--- src/hdl/ic_pkg.sv ---
/*
 * Interconnect shared definitions
 * Bus widths and the route codes that tag each accepted request
 */
`default_nettype none

package ic_pkg;

    // ------------------------------------------------------------------------
    // Bus widths
    // ------------------------------------------------------------------------

    localparam int ADDR_W = 32;         // Request address
    localparam int DATA_W = 32;         // Read and write data
    localparam int STRB_W = DATA_W / 8; // One strobe per byte lane

    // ------------------------------------------------------------------------
    // Route codes
    // ------------------------------------------------------------------------

    // Which responder owns an accepted request
    localparam int ROUTE_W = 2;

    localparam logic [ROUTE_W-1:0] ROUTE_ROM = 2'd0; // ROM port
    localparam logic [ROUTE_W-1:0] ROUTE_RAM = 2'd1; // RAM port
    localparam logic [ROUTE_W-1:0] ROUTE_ERR = 2'd2; // Internal error responder

endpackage

`default_nettype wire
--- src/hdl/ic_top.sv ---
/*
 * Memory interconnect, data side
 * Routes CPU requests to ROM, RAM or an error responder by address
 * and returns responses in the order the requests were accepted
 */
`timescale 1ns/100ps
`default_nettype none

module ic_top #(
    parameter logic [ic_pkg::ADDR_W-1:0] MAP_ROM_MATCH = 32'h1000_0000,
    parameter logic [ic_pkg::ADDR_W-1:0] MAP_ROM_MASK  = 32'hFFFF_C000,
    parameter logic [ic_pkg::ADDR_W-1:0] MAP_RAM_MATCH = 32'h2000_0000,
    parameter logic [ic_pkg::ADDR_W-1:0] MAP_RAM_MASK  = 32'hFFFF_0000,
    parameter int                        MAX_REQUESTS  = 3  // Outstanding limit
) (
    input  wire                       g_clk,
    input  wire                       i_rst_n,
    // CPU port
    input  wire                       i_cpu_req,
    input  wire                       i_cpu_wen,
    input  wire  [ic_pkg::STRB_W-1:0] i_cpu_strb,
    input  wire  [ic_pkg::DATA_W-1:0] i_cpu_wdata,
    input  wire  [ic_pkg::ADDR_W-1:0] i_cpu_addr,
    input  wire                       i_cpu_ack,
    output wire                       o_cpu_gnt,
    output wire                       o_cpu_recv,
    output wire                       o_cpu_error,
    output wire  [ic_pkg::DATA_W-1:0] o_cpu_rdata,
    // ROM port
    output wire                       o_rom_req,
    output wire                       o_rom_wen,
    output wire  [ic_pkg::STRB_W-1:0] o_rom_strb,
    output wire  [ic_pkg::DATA_W-1:0] o_rom_wdata,
    output wire  [ic_pkg::ADDR_W-1:0] o_rom_addr,
    output wire                       o_rom_ack,
    input  wire                       i_rom_gnt,
    input  wire                       i_rom_recv,
    input  wire                       i_rom_error,
    input  wire  [ic_pkg::DATA_W-1:0] i_rom_rdata,
    // RAM port
    output wire                       o_ram_req,
    output wire                       o_ram_wen,
    output wire  [ic_pkg::STRB_W-1:0] o_ram_strb,
    output wire  [ic_pkg::DATA_W-1:0] o_ram_wdata,
    output wire  [ic_pkg::ADDR_W-1:0] o_ram_addr,
    output wire                       o_ram_ack,
    input  wire                       i_ram_gnt,
    input  wire                       i_ram_recv,
    input  wire                       i_ram_error,
    input  wire  [ic_pkg::DATA_W-1:0] i_ram_rdata
);

    wire                       ready;      // Tracker has room
    wire                       push;
    wire [ic_pkg::ROUTE_W-1:0] push_route;
    wire                       pop;
    wire                       head_valid;
    wire [ic_pkg::ROUTE_W-1:0] head_route;
    wire                       err_req;
    wire                       err_gnt;
    wire                       err_recv;
    wire                       err_ack;

    // Write fields go to both ports, req picks the target
    assign o_rom_wen   = i_cpu_wen;
    assign o_rom_strb  = i_cpu_strb;
    assign o_rom_wdata = i_cpu_wdata;
    assign o_rom_addr  = i_cpu_addr;
    assign o_ram_wen   = i_cpu_wen;
    assign o_ram_strb  = i_cpu_strb;
    assign o_ram_wdata = i_cpu_wdata;
    assign o_ram_addr  = i_cpu_addr;

    // ------------------------------------------------------------------------
    // Request side
    // ------------------------------------------------------------------------

    ic_req_route #(
        .MAP_ROM_MATCH (MAP_ROM_MATCH),
        .MAP_ROM_MASK  (MAP_ROM_MASK),
        .MAP_RAM_MATCH (MAP_RAM_MATCH),
        .MAP_RAM_MASK  (MAP_RAM_MASK)
    ) u_req_route (
        .i_cpu_req    (i_cpu_req),
        .i_cpu_addr   (i_cpu_addr),
        .i_ready      (ready),
        .i_rom_gnt    (i_rom_gnt),
        .i_ram_gnt    (i_ram_gnt),
        .i_err_gnt    (err_gnt),
        .o_rom_req    (o_rom_req),
        .o_ram_req    (o_ram_req),
        .o_err_req    (err_req),
        .o_cpu_gnt    (o_cpu_gnt),
        .o_push       (push),
        .o_push_route (push_route)
    );

    ic_rsp_tracker #(
        .MAX_REQUESTS (MAX_REQUESTS)
    ) u_rsp_tracker (
        .g_clk        (g_clk),
        .i_rst_n      (i_rst_n),
        .i_push       (push),
        .i_push_route (push_route),
        .i_pop        (pop),
        .o_head_valid (head_valid),
        .o_head_route (head_route),
        .o_ready      (ready)
    );

    // ------------------------------------------------------------------------
    // Response side
    // ------------------------------------------------------------------------

    // Error flag equals recv, the selector derives it itself
    ic_error_rsp #(
        .MAX_REQUESTS (MAX_REQUESTS)
    ) u_error_rsp (
        .g_clk   (g_clk),
        .i_rst_n (i_rst_n),
        .i_req   (err_req),
        .i_ack   (err_ack),
        .o_gnt   (err_gnt),
        .o_recv  (err_recv),
        .o_error ()
    );

    ic_rsp_select u_rsp_select (
        .i_head_valid (head_valid),
        .i_head_route (head_route),
        .i_rom_recv   (i_rom_recv),
        .i_rom_error  (i_rom_error),
        .i_rom_rdata  (i_rom_rdata),
        .i_ram_recv   (i_ram_recv),
        .i_ram_error  (i_ram_error),
        .i_ram_rdata  (i_ram_rdata),
        .i_err_recv   (err_recv),
        .i_cpu_ack    (i_cpu_ack),
        .o_cpu_recv   (o_cpu_recv),
        .o_cpu_error  (o_cpu_error),
        .o_cpu_rdata  (o_cpu_rdata),
        .o_rom_ack    (o_rom_ack),
        .o_ram_ack    (o_ram_ack),
        .o_err_ack    (err_ack),
        .o_pop        (pop)
    );

endmodule

`default_nettype wire

--- src/hdl/ic_rsp_select.sv ---
/*
 * Response selector
 * Passes the response of the oldest outstanding route to the CPU,
 * steers the CPU ack back to that route and pops the tracker
 */
`timescale 1ns/100ps
`default_nettype none

module ic_rsp_select (
    input  wire                          i_head_valid,
    input  wire  [ic_pkg::ROUTE_W-1:0]   i_head_route,
    input  wire                          i_rom_recv,
    input  wire                          i_rom_error,
    input  wire  [ic_pkg::DATA_W-1:0]    i_rom_rdata,
    input  wire                          i_ram_recv,
    input  wire                          i_ram_error,
    input  wire  [ic_pkg::DATA_W-1:0]    i_ram_rdata,
    input  wire                          i_err_recv,   // Error responder pending
    input  wire                          i_cpu_ack,
    output logic                         o_cpu_recv,
    output logic                         o_cpu_error,
    output logic [ic_pkg::DATA_W-1:0]    o_cpu_rdata,
    output logic                         o_rom_ack,
    output logic                         o_ram_ack,
    output logic                         o_err_ack,
    output logic                         o_pop         // Head response done
);

    logic                      sel_recv;
    logic                      sel_error;
    logic [ic_pkg::DATA_W-1:0] sel_rdata;

    // Mux on the head route
    always_comb begin
        sel_recv  = 1'b0;
        sel_error = 1'b0;
        sel_rdata = '0;
        case (i_head_route)
            ic_pkg::ROUTE_ROM: begin
                sel_recv  = i_rom_recv;
                sel_error = i_rom_error;
                sel_rdata = i_rom_rdata;
            end
            ic_pkg::ROUTE_RAM: begin
                sel_recv  = i_ram_recv;
                sel_error = i_ram_error;
                sel_rdata = i_ram_rdata;
            end
            ic_pkg::ROUTE_ERR: begin
                sel_recv  = i_err_recv;
                sel_error = i_err_recv;   // Every answer is an error, data zero
            end
            default: sel_recv = 1'b0;     // Unused code
        endcase
    end

    assign o_cpu_recv  = i_head_valid && sel_recv;
    assign o_cpu_error = i_head_valid && sel_error;
    assign o_cpu_rdata = i_head_valid ? sel_rdata : '0;

    assign o_rom_ack = i_head_valid && (i_head_route == ic_pkg::ROUTE_ROM) && i_cpu_ack;
    assign o_ram_ack = i_head_valid && (i_head_route == ic_pkg::ROUTE_RAM) && i_cpu_ack;
    assign o_err_ack = i_head_valid && (i_head_route == ic_pkg::ROUTE_ERR) && i_cpu_ack;

    assign o_pop = o_cpu_recv && i_cpu_ack;  // Response handshake completes

endmodule

`default_nettype wire

--- src/hdl/ic_error_rsp.sv ---
/*
 * Error responder
 * Accepts requests that map nowhere and answers each with an error
 */
`timescale 1ns/100ps
`default_nettype none

module ic_error_rsp #(
    parameter int MAX_REQUESTS = 3
) (
    input  wire   g_clk,
    input  wire   i_rst_n,
    input  wire   i_req,    // Unmapped request
    input  wire   i_ack,    // Response taken
    output logic  o_gnt,    // Request accepted
    output logic  o_recv,   // Response pending
    output logic  o_error   // Always an error response
);

    localparam int CNT_W = $clog2(MAX_REQUESTS + 1);

    localparam logic [CNT_W-1:0] FULL = CNT_W'(MAX_REQUESTS);

    logic [CNT_W-1:0] pending;  // Accepted but not yet answered
    logic             done;     // Response handshake this cycle

    assign o_gnt = i_req && (pending != FULL);
    assign done  = o_recv && i_ack;

    always_ff @(posedge g_clk or negedge i_rst_n) begin
        if (!i_rst_n) begin
            pending <= '0;
        end else begin
            case ({o_gnt, done})
                2'b10:   pending <= pending + 1'b1;
                2'b01:   pending <= pending - 1'b1;
                default: pending <= pending;      // Both or neither
            endcase
        end
    end

    // Response held until every pending request is acked
    assign o_recv  = (pending != '0);
    assign o_error = o_recv;

endmodule

`default_nettype wire

--- src/hdl/ic_rsp_tracker.sv ---
/*
 * Response ordering tracker
 * Circular queue of route codes, one per accepted request, so that
 * responses are steered back to the CPU in acceptance order
 */
`timescale 1ns/100ps
`default_nettype none

module ic_rsp_tracker #(
    parameter int MAX_REQUESTS = 3
) (
    input  wire                          g_clk,
    input  wire                          i_rst_n,
    input  wire                          i_push,       // Request accepted
    input  wire  [ic_pkg::ROUTE_W-1:0]   i_push_route, // Its responder
    input  wire                          i_pop,        // Head response taken
    output logic                         o_head_valid, // Something outstanding
    output logic [ic_pkg::ROUTE_W-1:0]   o_head_route, // Oldest owner
    output logic                         o_ready       // Not full
);

    localparam int PTR_W = (MAX_REQUESTS > 1) ? $clog2(MAX_REQUESTS) : 1;
    localparam int CNT_W = $clog2(MAX_REQUESTS + 1);

    localparam logic [PTR_W-1:0] LAST = PTR_W'(MAX_REQUESTS - 1); // Wrap point
    localparam logic [CNT_W-1:0] FULL = CNT_W'(MAX_REQUESTS);

    logic [ic_pkg::ROUTE_W-1:0] route_q [MAX_REQUESTS]; // Route per slot
    logic [PTR_W-1:0]           wr_ptr;
    logic [PTR_W-1:0]           rd_ptr;
    logic [CNT_W-1:0]           count;   // Outstanding requests
    logic                       do_push;
    logic                       do_pop;

    assign do_push = i_push && o_ready;       // Ignore pushes when full
    assign do_pop  = i_pop && o_head_valid;   // Ignore pops when empty

    // ------------------------------------------------------------------------
    // Pointers and count
    // ------------------------------------------------------------------------

    always_ff @(posedge g_clk or negedge i_rst_n) begin
        if (!i_rst_n) begin
            wr_ptr <= '0;
            rd_ptr <= '0;
            count  <= '0;
        end else begin
            if (do_push) begin
                wr_ptr <= (wr_ptr == LAST) ? '0 : wr_ptr + 1'b1;
            end
            if (do_pop) begin
                rd_ptr <= (rd_ptr == LAST) ? '0 : rd_ptr + 1'b1;
            end
            case ({do_push, do_pop})
                2'b10:   count <= count + 1'b1;
                2'b01:   count <= count - 1'b1;
                default: count <= count;          // Idle or push with pop
            endcase
        end
    end

    // Slot storage
    always_ff @(posedge g_clk) begin
        if (do_push) begin
            route_q[wr_ptr] <= i_push_route;
        end
    end

    assign o_head_valid = (count != '0);
    assign o_head_route = route_q[rd_ptr];    // Only meaningful when valid
    assign o_ready      = (count != FULL);

endmodule

`default_nettype wire

--- src/hdl/ic_req_route.sv ---
/*
 * Request router
 * Decodes the CPU address against the memory map, raises the request
 * of the matching target and forms the CPU grant and tracker push
 */
`timescale 1ns/100ps
`default_nettype none

module ic_req_route #(
    parameter logic [ic_pkg::ADDR_W-1:0] MAP_ROM_MATCH = 32'h1000_0000,
    parameter logic [ic_pkg::ADDR_W-1:0] MAP_ROM_MASK  = 32'hFFFF_C000,
    parameter logic [ic_pkg::ADDR_W-1:0] MAP_RAM_MATCH = 32'h2000_0000,
    parameter logic [ic_pkg::ADDR_W-1:0] MAP_RAM_MASK  = 32'hFFFF_0000
) (
    input  wire                          i_cpu_req,    // CPU request strobe
    input  wire  [ic_pkg::ADDR_W-1:0]    i_cpu_addr,   // CPU request address
    input  wire                          i_ready,      // Tracker has room
    input  wire                          i_rom_gnt,    // ROM accepts
    input  wire                          i_ram_gnt,    // RAM accepts
    input  wire                          i_err_gnt,    // Error responder accepts
    output logic                         o_rom_req,
    output logic                         o_ram_req,
    output logic                         o_err_req,
    output logic                         o_cpu_gnt,    // Request accepted
    output logic                         o_push,       // Record in tracker
    output logic [ic_pkg::ROUTE_W-1:0]   o_push_route  // Owner of accepted request
);

    logic                       rom_hit;  // Address inside ROM window
    logic                       ram_hit;  // Address inside RAM window
    logic [ic_pkg::ROUTE_W-1:0] route;    // Decoded target
    logic                       sel_gnt;  // Grant of decoded target
    logic                       launch;   // Request allowed out this cycle

    assign rom_hit = (i_cpu_addr & MAP_ROM_MASK) == MAP_ROM_MATCH;
    assign ram_hit = (i_cpu_addr & MAP_RAM_MASK) == MAP_RAM_MATCH;

    // ROM wins if the two windows ever overlap
    always_comb begin
        if (rom_hit) begin
            route = ic_pkg::ROUTE_ROM;
        end else if (ram_hit) begin
            route = ic_pkg::ROUTE_RAM;
        end else begin
            route = ic_pkg::ROUTE_ERR; // Maps nowhere
        end
    end

    assign launch    = i_cpu_req && i_ready;      // Single gating point
    assign o_rom_req = launch && (route == ic_pkg::ROUTE_ROM);
    assign o_ram_req = launch && (route == ic_pkg::ROUTE_RAM);
    assign o_err_req = launch && (route == ic_pkg::ROUTE_ERR);

    always_comb begin
        case (route)
            ic_pkg::ROUTE_ROM: sel_gnt = i_rom_gnt;
            ic_pkg::ROUTE_RAM: sel_gnt = i_ram_gnt;
            default:           sel_gnt = i_err_gnt;
        endcase
    end

    assign o_cpu_gnt    = launch && sel_gnt;     // Same cycle as req
    assign o_push       = o_cpu_gnt;             // Every accept is tracked
    assign o_push_route = route;

endmodule

`default_nettype wire

--- config.mk ---
export PLATFORM = sky130hd
export DESIGN_NAME = ic_top
export DESIGN_NICKNAME = d
export VERILOG_FILES = /design/src/hdl/ic_pkg.sv /design/src/hdl/ic_top.sv /design/src/hdl/ic_rsp_select.sv /design/src/hdl/ic_error_rsp.sv /design/src/hdl/ic_rsp_tracker.sv /design/src/hdl/ic_req_route.sv
export SDC_FILE = /design/constraint.sdc
export NUM_CORES = 1
export LEC_CHECK = 0
export ABC_AREA = 1
export CORE_AREA = 5 5 123 125
export CTS_CLUSTER_SIZE = 25
export DETAILED_ROUTE_END_ITERATION = 10
export DIE_AREA = 0 0 128 130
export DONT_BUFFER_PORTS = 1
export GPL_TIMING_DRIVEN = 0
export PLACE_DENSITY = 0.33
export SYNTH_ARGS = -nofsm -noshare
export SYNTH_HDL_FRONTEND = slang
export SYNTH_SLANG_ARGS = --single-unit
--- constraint.sdc ---
create_clock -name g_clk -period 1.7 [get_ports g_clk]
set_input_delay 0.34 -clock g_clk [delete_from_list [all_inputs] [get_ports g_clk]]
set_output_delay 0.34 -clock g_clk [all_outputs]
set_load 0.005 [all_outputs]
# Word level (Yosys, flattened, before mapping)
# Memory sizes are Yosys's and may differ from the RTL's.
# Index checks and enable logic that the tools add are counted.
[word_totals]
out_inout_bits = 177
register_bits = 8
elab_cells = 62
ram_bits = 6
mem_count = 1
in_bits = 143
[classes]
mux = 13
reduce_logical = 24
add_sub_neg = 6
eq_ne = 14
[mem_list]
columns = ["memory", "words", "width", "rd", "rd_ports_with_merged_regs", "wr", "line_no", "source"]
rows = [
  ["u_rsp_tracker.route_q", 3, 2, 1, 0, 1, "ic_rsp_tracker.sv:28", "logic [ic_pkg::ROUTE_W-1:0] route_q [MAX_REQUESTS];"],
]
[op_table]
columns = ["operator", "count"]
rows = [
  ["$pmux 32 s2", 1],
  ["$mux 32", 1],
  ["$eq 18x15->1 const B", 1],
  ["$logic_and 1x1->1", 18],
  ["$eq 16x14->1 const B", 1],
  ["$eq 2x2->1 const B", 6],
  ["$add 2x1->2 const B", 4],
  ["$eq 2x1->1 const B", 4],
  ["$mux 2", 4],
  ["$pmux 2 s2", 2],
  ["$reduce_bool 2->1", 4],
  ["$pmux 1 s3", 2],
  ["$logic_not 2->1", 2],
  ["$ne 2x2->1 const B", 2],
  ["$sub 2x1->2 const B", 2],
  ["$mux 1", 2],
  ["$pmux 1 s2", 1],
]

# Longest topological paths before layout
[logic_depth]
depth_word = 11
depth_mapped = 12
ltp_nobuf = 12

# Hierarchy
# Synthesis repeated with hierarchy kept, for this count alone.
[hier_totals]
cells_unflattened = 386
area_unflattened_um2 = 2534.9
[modules_own_cells]
columns = ["mod", "cells_each", "instances", "area_per_inst_um2", "seq_area_each_um2"]
rows = [
  ["ic_top", 138, 1, 1036.0, 0.0],
  ["ic_rsp_select", 127, 1, 574.3, 0.0],
  ["ic_rsp_tracker", 56, 1, 551.8, 330.3],
  ["ic_req_route", 46, 1, 226.5, 0.0],
  ["ic_error_rsp", 19, 1, 146.4, 50.0],
]

# Worst setup path before layout
# No wires, ideal clock.
[synth_path]
path_kind = "in2reg"
start = "in i_cpu_addr[27] in the netlist's numbering"
end = "reg u_rsp_tracker.count[1]"
required_ns = 1.569
stages = 12
slack_ns = -0.225
setup_ns = 0.131
arrival_time_ns = 1.794
n_path_buf = 0
cell_sequence = "nor2_1 > nand2_1 > nor2_1 > nand3_1 > nand2_1 > nor2_1 > nor2_2 > inv_2 > ha_1 > a21oi_1 > o21ai_0 > xor2_1"
[synth_via]
elab_chain_cells = 11
word_cells_on_any_way = 16
cone_classes = "6 x eq/ne; 4 x mux; 6 x reduce/logical"
[synth_rtl]
columns = ["element", "line_no", "source"]
rows = [
  ["start: declaration", "ic_top.sv:23", "input wire [ic_pkg::ADDR_W-1:0] i_cpu_addr,"],
  ["$eq 16x14->1", "ic_req_route.sv:36", "assign ram_hit = (i_cpu_addr & MAP_RAM_MASK) == MAP_RAM_MATCH;"],
  ["$mux 2", "ic_req_route.sv:42", "end else if (ram_hit) begin"],
  ["$mux 2 *", "ic_req_route.sv:40", "if (rom_hit) begin"],
  ["$eq 2x2->1", "ic_req_route.sv:52", "assign o_err_req = launch && (route == ic_pkg::ROUTE_ERR);"],
  ["$logic_and 1x1->1", "ic_req_route.sv:52", ""],
  ["$logic_and 1x1->1", "ic_error_rsp.sv:27", "assign o_gnt = i_req && (pending != FULL);"],
  ["$pmux 1 s2 *", "ic_req_route.sv:55", "case (route)"],
  ["$logic_and 1x1->1 *", "ic_req_route.sv:62", "assign o_cpu_gnt = launch && sel_gnt;"],
  ["net o_cpu_gnt", "ic_top.sv:25", "output wire o_cpu_gnt,"],
  ["$logic_and 1x1->1 *", "ic_rsp_tracker.sv:35", "assign do_push = i_push && o_ready;"],
  ["$eq 2x1->1 or $eq 2x2->1 (tied branches)", "ic_rsp_tracker.sv:54", "case ({do_push, do_pop})"],
  ["$pmux 2 s2 or $reduce_bool 2->1 (tied branches)", "n/a", ""],
  ["end signal: assignment", "ic_rsp_tracker.sv:55", "2'b10: count <= count + 1'b1;"],
  ["end signal: assignment", "ic_rsp_tracker.sv:56", "2'b01: count <= count - 1'b1;"],
  ["end signal: assignment", "ic_rsp_tracker.sv:57", "default: count <= count;"],
  ["end: declaration", "ic_rsp_tracker.sv:31", "logic [CNT_W-1:0] count;"],
]
# Mark *: on every way through the listed nets, which the timed path passes. The rest lies on a longest branch.
# A chain may end at the register's enable or synchronous reset.

# Final worst setup path
[layout_path]
start = "reg u_rsp_tracker.rd_ptr[0]"
end = "out o_cpu_rdata[28] in the netlist's numbering"
[layout_via]
elab_chain_cells = 4
word_cells_on_any_way = 5
cone_classes = "1 x eq/ne; 2 x mux; 1 x reduce/logical; 1 x memory"
[layout_rtl]
columns = ["element", "line_no", "source"]
rows = [
  ["start: declaration", "ic_rsp_tracker.sv:30", "logic [PTR_W-1:0] rd_ptr;"],
  ["start signal: assignment", "ic_rsp_tracker.sv:52", "rd_ptr <= (rd_ptr == LAST) ? '0 : rd_ptr + 1'b1;"],
  ["$mem_v2 3x2 *", "n/a", ""],
  ["$eq 2x1->1 or $logic_not 2->1 (tied branches)", "ic_rsp_select.sv:38", "case (i_head_route)"],
  ["$pmux 32 s2 *", "ic_rsp_select.sv:38", ""],
  ["$mux 32 *", "ic_rsp_select.sv:59", "assign o_cpu_rdata = i_head_valid ? sel_rdata : '0;"],
  ["end: declaration", "ic_top.sv:28", "output wire [ic_pkg::DATA_W-1:0] o_cpu_rdata,"],
]
# Every way passes the cells marked *; elsewhere a longest branch is shown, timed or not.

==> key figures <==
Critical path
  – CP Data Required Time: around 1.4 ns
  – RR Startpoint: u_rsp_tracker.rd_ptr[1]
  – Critical Path AT: around 1.7 ns
  – Critical Path Source Type: flop
  – Crit-path cells: nor2_4, nand2_2, inv_2, nor2_4, nor2_4, buf_12, buf_12, nand2_4, a21oi_4
  – CP max-delay cell: dfrtp_2
  – Most frequent CP cell: nor2_4
  – Crit. End Element: output pin
  – FF-to-FF setup slack: -0.24 ns
  – Worst Reg-to-Reg Cells: 11
  – Worst R2R End: u_rsp_tracker.count[1]
  – Largest stage delay on the critical path: roughly 0.44 ns
  – Critical Path Fanout Max: 8
  – Critical setup path kind: reg2out

CTS
  – Root Driver: clkbuf_16
  – Clk slew on worst S/H paths: ~0.040 ns
  – CTS Buf Count: 3
  – Clock Latency Late Sink: approximately 0.24 ns
  – Longest Clk Path Bufs: 2
  – CTS tree: built
  – H-tree depth: 1
  – Clock Sinks: 14

Final layout
  – Area grow syn2layout: 33.2%
  – Antenna Cells: 0
  – Nets: 533
  – Share of cells above drive strength 1: between 60% and 70%
  – Filler Cell Count: between 1,000 and 1,500
  – Final Non-Filler Cells: around 570
  – Most common cell after layout, fill and taps aside: buf_4
  – Commonest cells after routing, fill and taps aside: buf_4 (147), nand2_1 (70), a21oi_2 (27), inv_1 (17), nor2_1 (16)

Synth
  – Cell Area, Synth: 2500 um2
  – Seq cells post-synth: 14
  – Yosys warning count: 0
  – Avg Cell Area, Syn: 6.81 um2
  – Mux share of post-synthesis cell area: 0%
  – Synth Area in Compound Gates: about a tenth
  – Mapped Nets: a little over 500
  – Distinct cells, synth: 24
  – Adder-Cell Fraction of Synth Area: between 1 and 1.5%
  – Cells after Synth: approximately 370
  – Sequential-to-total area share from yosys stat: between 15 and 20%
  – Simple-Gate Fraction of Synth Area: between 20% and 30%
  – Post-synthesis xor/xnor area fraction: about 1.4%
  – Largest family of logic cells by synthesized area: buffers and inverters

Detailed routing
  – Post-Route WL: around 9100 um
  – Routed wire length per instance: 16.1 um
  – DR vias: approximately 2,200
  – Initial DRT Pass Iterations: 4
  – DRC viols: 0
  – Via density: a little under 4
  – DRT iter0 DRCs: 51
  – Post-route ant nets: 0

Run status
  – Violated checks: negative setup slack
  – Status: finished, violations left

Global route
  – Number of global-route vias before repair: 2,107
  – Pin count of the biggest net entering global routing: 11
  – First-pass GRT wire length: approximately 11,000 um
  – Congestion Overflow GR: 0
  – Initial antenna violation count: 0
  – Global-route usage over all layers: under 10%

Timing
  – Setup violations, final: 38
  – Fmax: approximately 0.5 GHz
  – Setup slack after layout: -0.296 ns
  – Crit path time final: about 2.0 ns
  – Unrepaired setup endpoints after global routing: true
  – Relative slew slack: 51.3%
  – Setup TNS: -9.23 ns
  – Final Skew: approximately 0.0054 ns
  – Final Max Tran Viols: 0
  – Final Hold Viols: 0
  – Final worst path period share: 117%
  – Worst Max-Slew Pin Slew: about 0.73 ns
  – WHS: 0.264 ns

Placement
  – HPWL Detailed: 7890 um
  – DP Worst Slack: -0.652 ns
  – Cell count after placement: 547
  – Final RePlAce weighted congestion: about 0.75
  – Port bufs: 0

Floorplan
  – Die area: around 17,000 um2
  – Die Span Y: around 130 um
  – Floorplan row count: 43
  – CORE AREA: 13,800 um2
  – Starting Density: 18.1%
  – Die width: 128 um
  – Total I/O pin count: 320

Worst hold path
  – Hold_sp: i_cpu_ack
  – HP Class: in2reg
  – Hold depth: 2
  – Hold Path Sink: u_rsp_tracker.rd_ptr[1]

Power and ir drop
  – Int Power: ~2300 uW
  – Net Sw Power: approximately 2100 uW
  – Reg power frac: about 14%
  – Comb pwr share: around three quarters
  – VDD IR-drop max: approximately 0.3 mV
  – Leakage: ~0.0015 uW
  – Clock power frac: roughly a tenth
  – Switching Fraction: between 40% and 50%
  – PwrDens: 1330 nW/um2

Run
  – Max Cap Viol: 0
-- cell families (layout without fill, tap and decap cells) --
family	after synthesis	in the layout
AO/OA/AOI/OAI	40	40
XOR/XNOR	4	4
adder cells (fa/ha/maj)	2	2
buffers and inverters	169	189
flip-flops	14	14
AND/OR/NAND/NOR	138	138
-- layer usage --
| layer | vias to the layer above | GRT usage, % | part of all wire (%) |
|---|---|---|---|
| li1 | 1047 | - | - |
| met1 | 960 | 8.41 | 30 |
| met2 | 168 | 17.2 | 57 |
| met3 | 4 | 2.54 | 13 |
| met4 | 0 | 1.62 | 0.47 |
| met5 | - | 0 | 0 |
-- sequential cells by signal, indices dropped and copies added (netlist names) --
signal,count
u_rsp_tracker.count,2
u_error_rsp.pending,2
u_rsp_tracker.route_q,6
u_rsp_tracker.wr_ptr,2
u_rsp_tracker.rd_ptr,2
-- timing repair --
item / CTS / global route
endpoints found under the setup margin: 49 / 43
resized for setup: 37 / 35
gates cloned: 2 / 3
endpoints found under the hold margin: 8 / 0
pin swaps: 7 / 20
hold buffers: 1 / 0
setup buffers: 4 / 6
-- worst max-delay path by stage --
stage,startpoint,end,slack (ns)
floorplan,u_rsp_tracker.rd_ptr[1],u_rsp_tracker.count[1],-0.06
global placement,u_rsp_tracker.count[0],u_error_rsp.pending[1],-0.62
detailed placement,u_rsp_tracker.count[0],u_error_rsp.pending[1],-0.65
CTS,u_rsp_tracker.rd_ptr[1],o_cpu_rdata[25],-0.32
global route,u_rsp_tracker.rd_ptr[1],o_cpu_rdata[28],-0.36
finish,u_rsp_tracker.rd_ptr[0],o_cpu_rdata[28],-0.30
-- worst max-delay path: cells and delay by family, from the launching register on --
kind / cells / cell delay, ns
simple gates: 5 / 0.43
flops: 1 / 0.44
compound gates: 1 / 0.17
buf+inv: 3 / 0.36
-- power groups by stage --
stage / sequential (uW) / clock [uW] / combinational, uW
after floorplan: 552 / 0 / 2040
after global placement: 576 / 0 / 2550
after detailed placement: 573 / 0 / 2540
after CTS: 596 / 452 / 2930
after global routing: 621 / 471 / 3690
final: 604 / 438 / 3390
-- cell type report --
class                   count  area [um2]  area share, %
well taps                 180         225           6.76
repair buffers             16         180           5.41
multi-input cells         184        1250           37.5
clock buffers               3        75.1           2.25
clock inverters             1        3.75          0.113
inverters                  22        82.6           2.48
flip-flops and latches     14         384           11.5
plain buffers             147        1130           33.9
-- Yosys cell counts, drive strengths merged --
| master | count | area [um2] |
|---|---|---|
| nand3 | 16 | 108 |
| nand2 | 89 | 337 |
| nor2 | 27 | 121 |
| xor2 | 1 | 8.76 |
| o21ai | 5 | 25.0 |
| a21oi | 35 | 235 |
| dfrtp | 8 | 200 |
| edfxtp | 6 | 180 |
| clkbuf | 3 | 11.3 |
| xnor2 | 3 | 26.3 |
| buf | 144 | 1100 |
| nand4 | 3 | 18.8 |
| or2 | 1 | 6.26 |
| nor3 | 2 | 10.0 |
| inv | 22 | 82.6 |
| ha | 2 | 25.0 |
-- through the flow --
step | util, % | area (um2) | total power, uW
after floorplan | - | 2600 | 2590
after global placement | 20.5 | 2820 | 3120
after detailed placement | 20.5 | 2820 | 3120
after CTS | 22.4 | 3090 | 3980
after global routing | 24.2 | 3330 | 4780
final | 24.2 | 3330 | 4430
No activity file was read; power rests on OpenSTA's default activity.
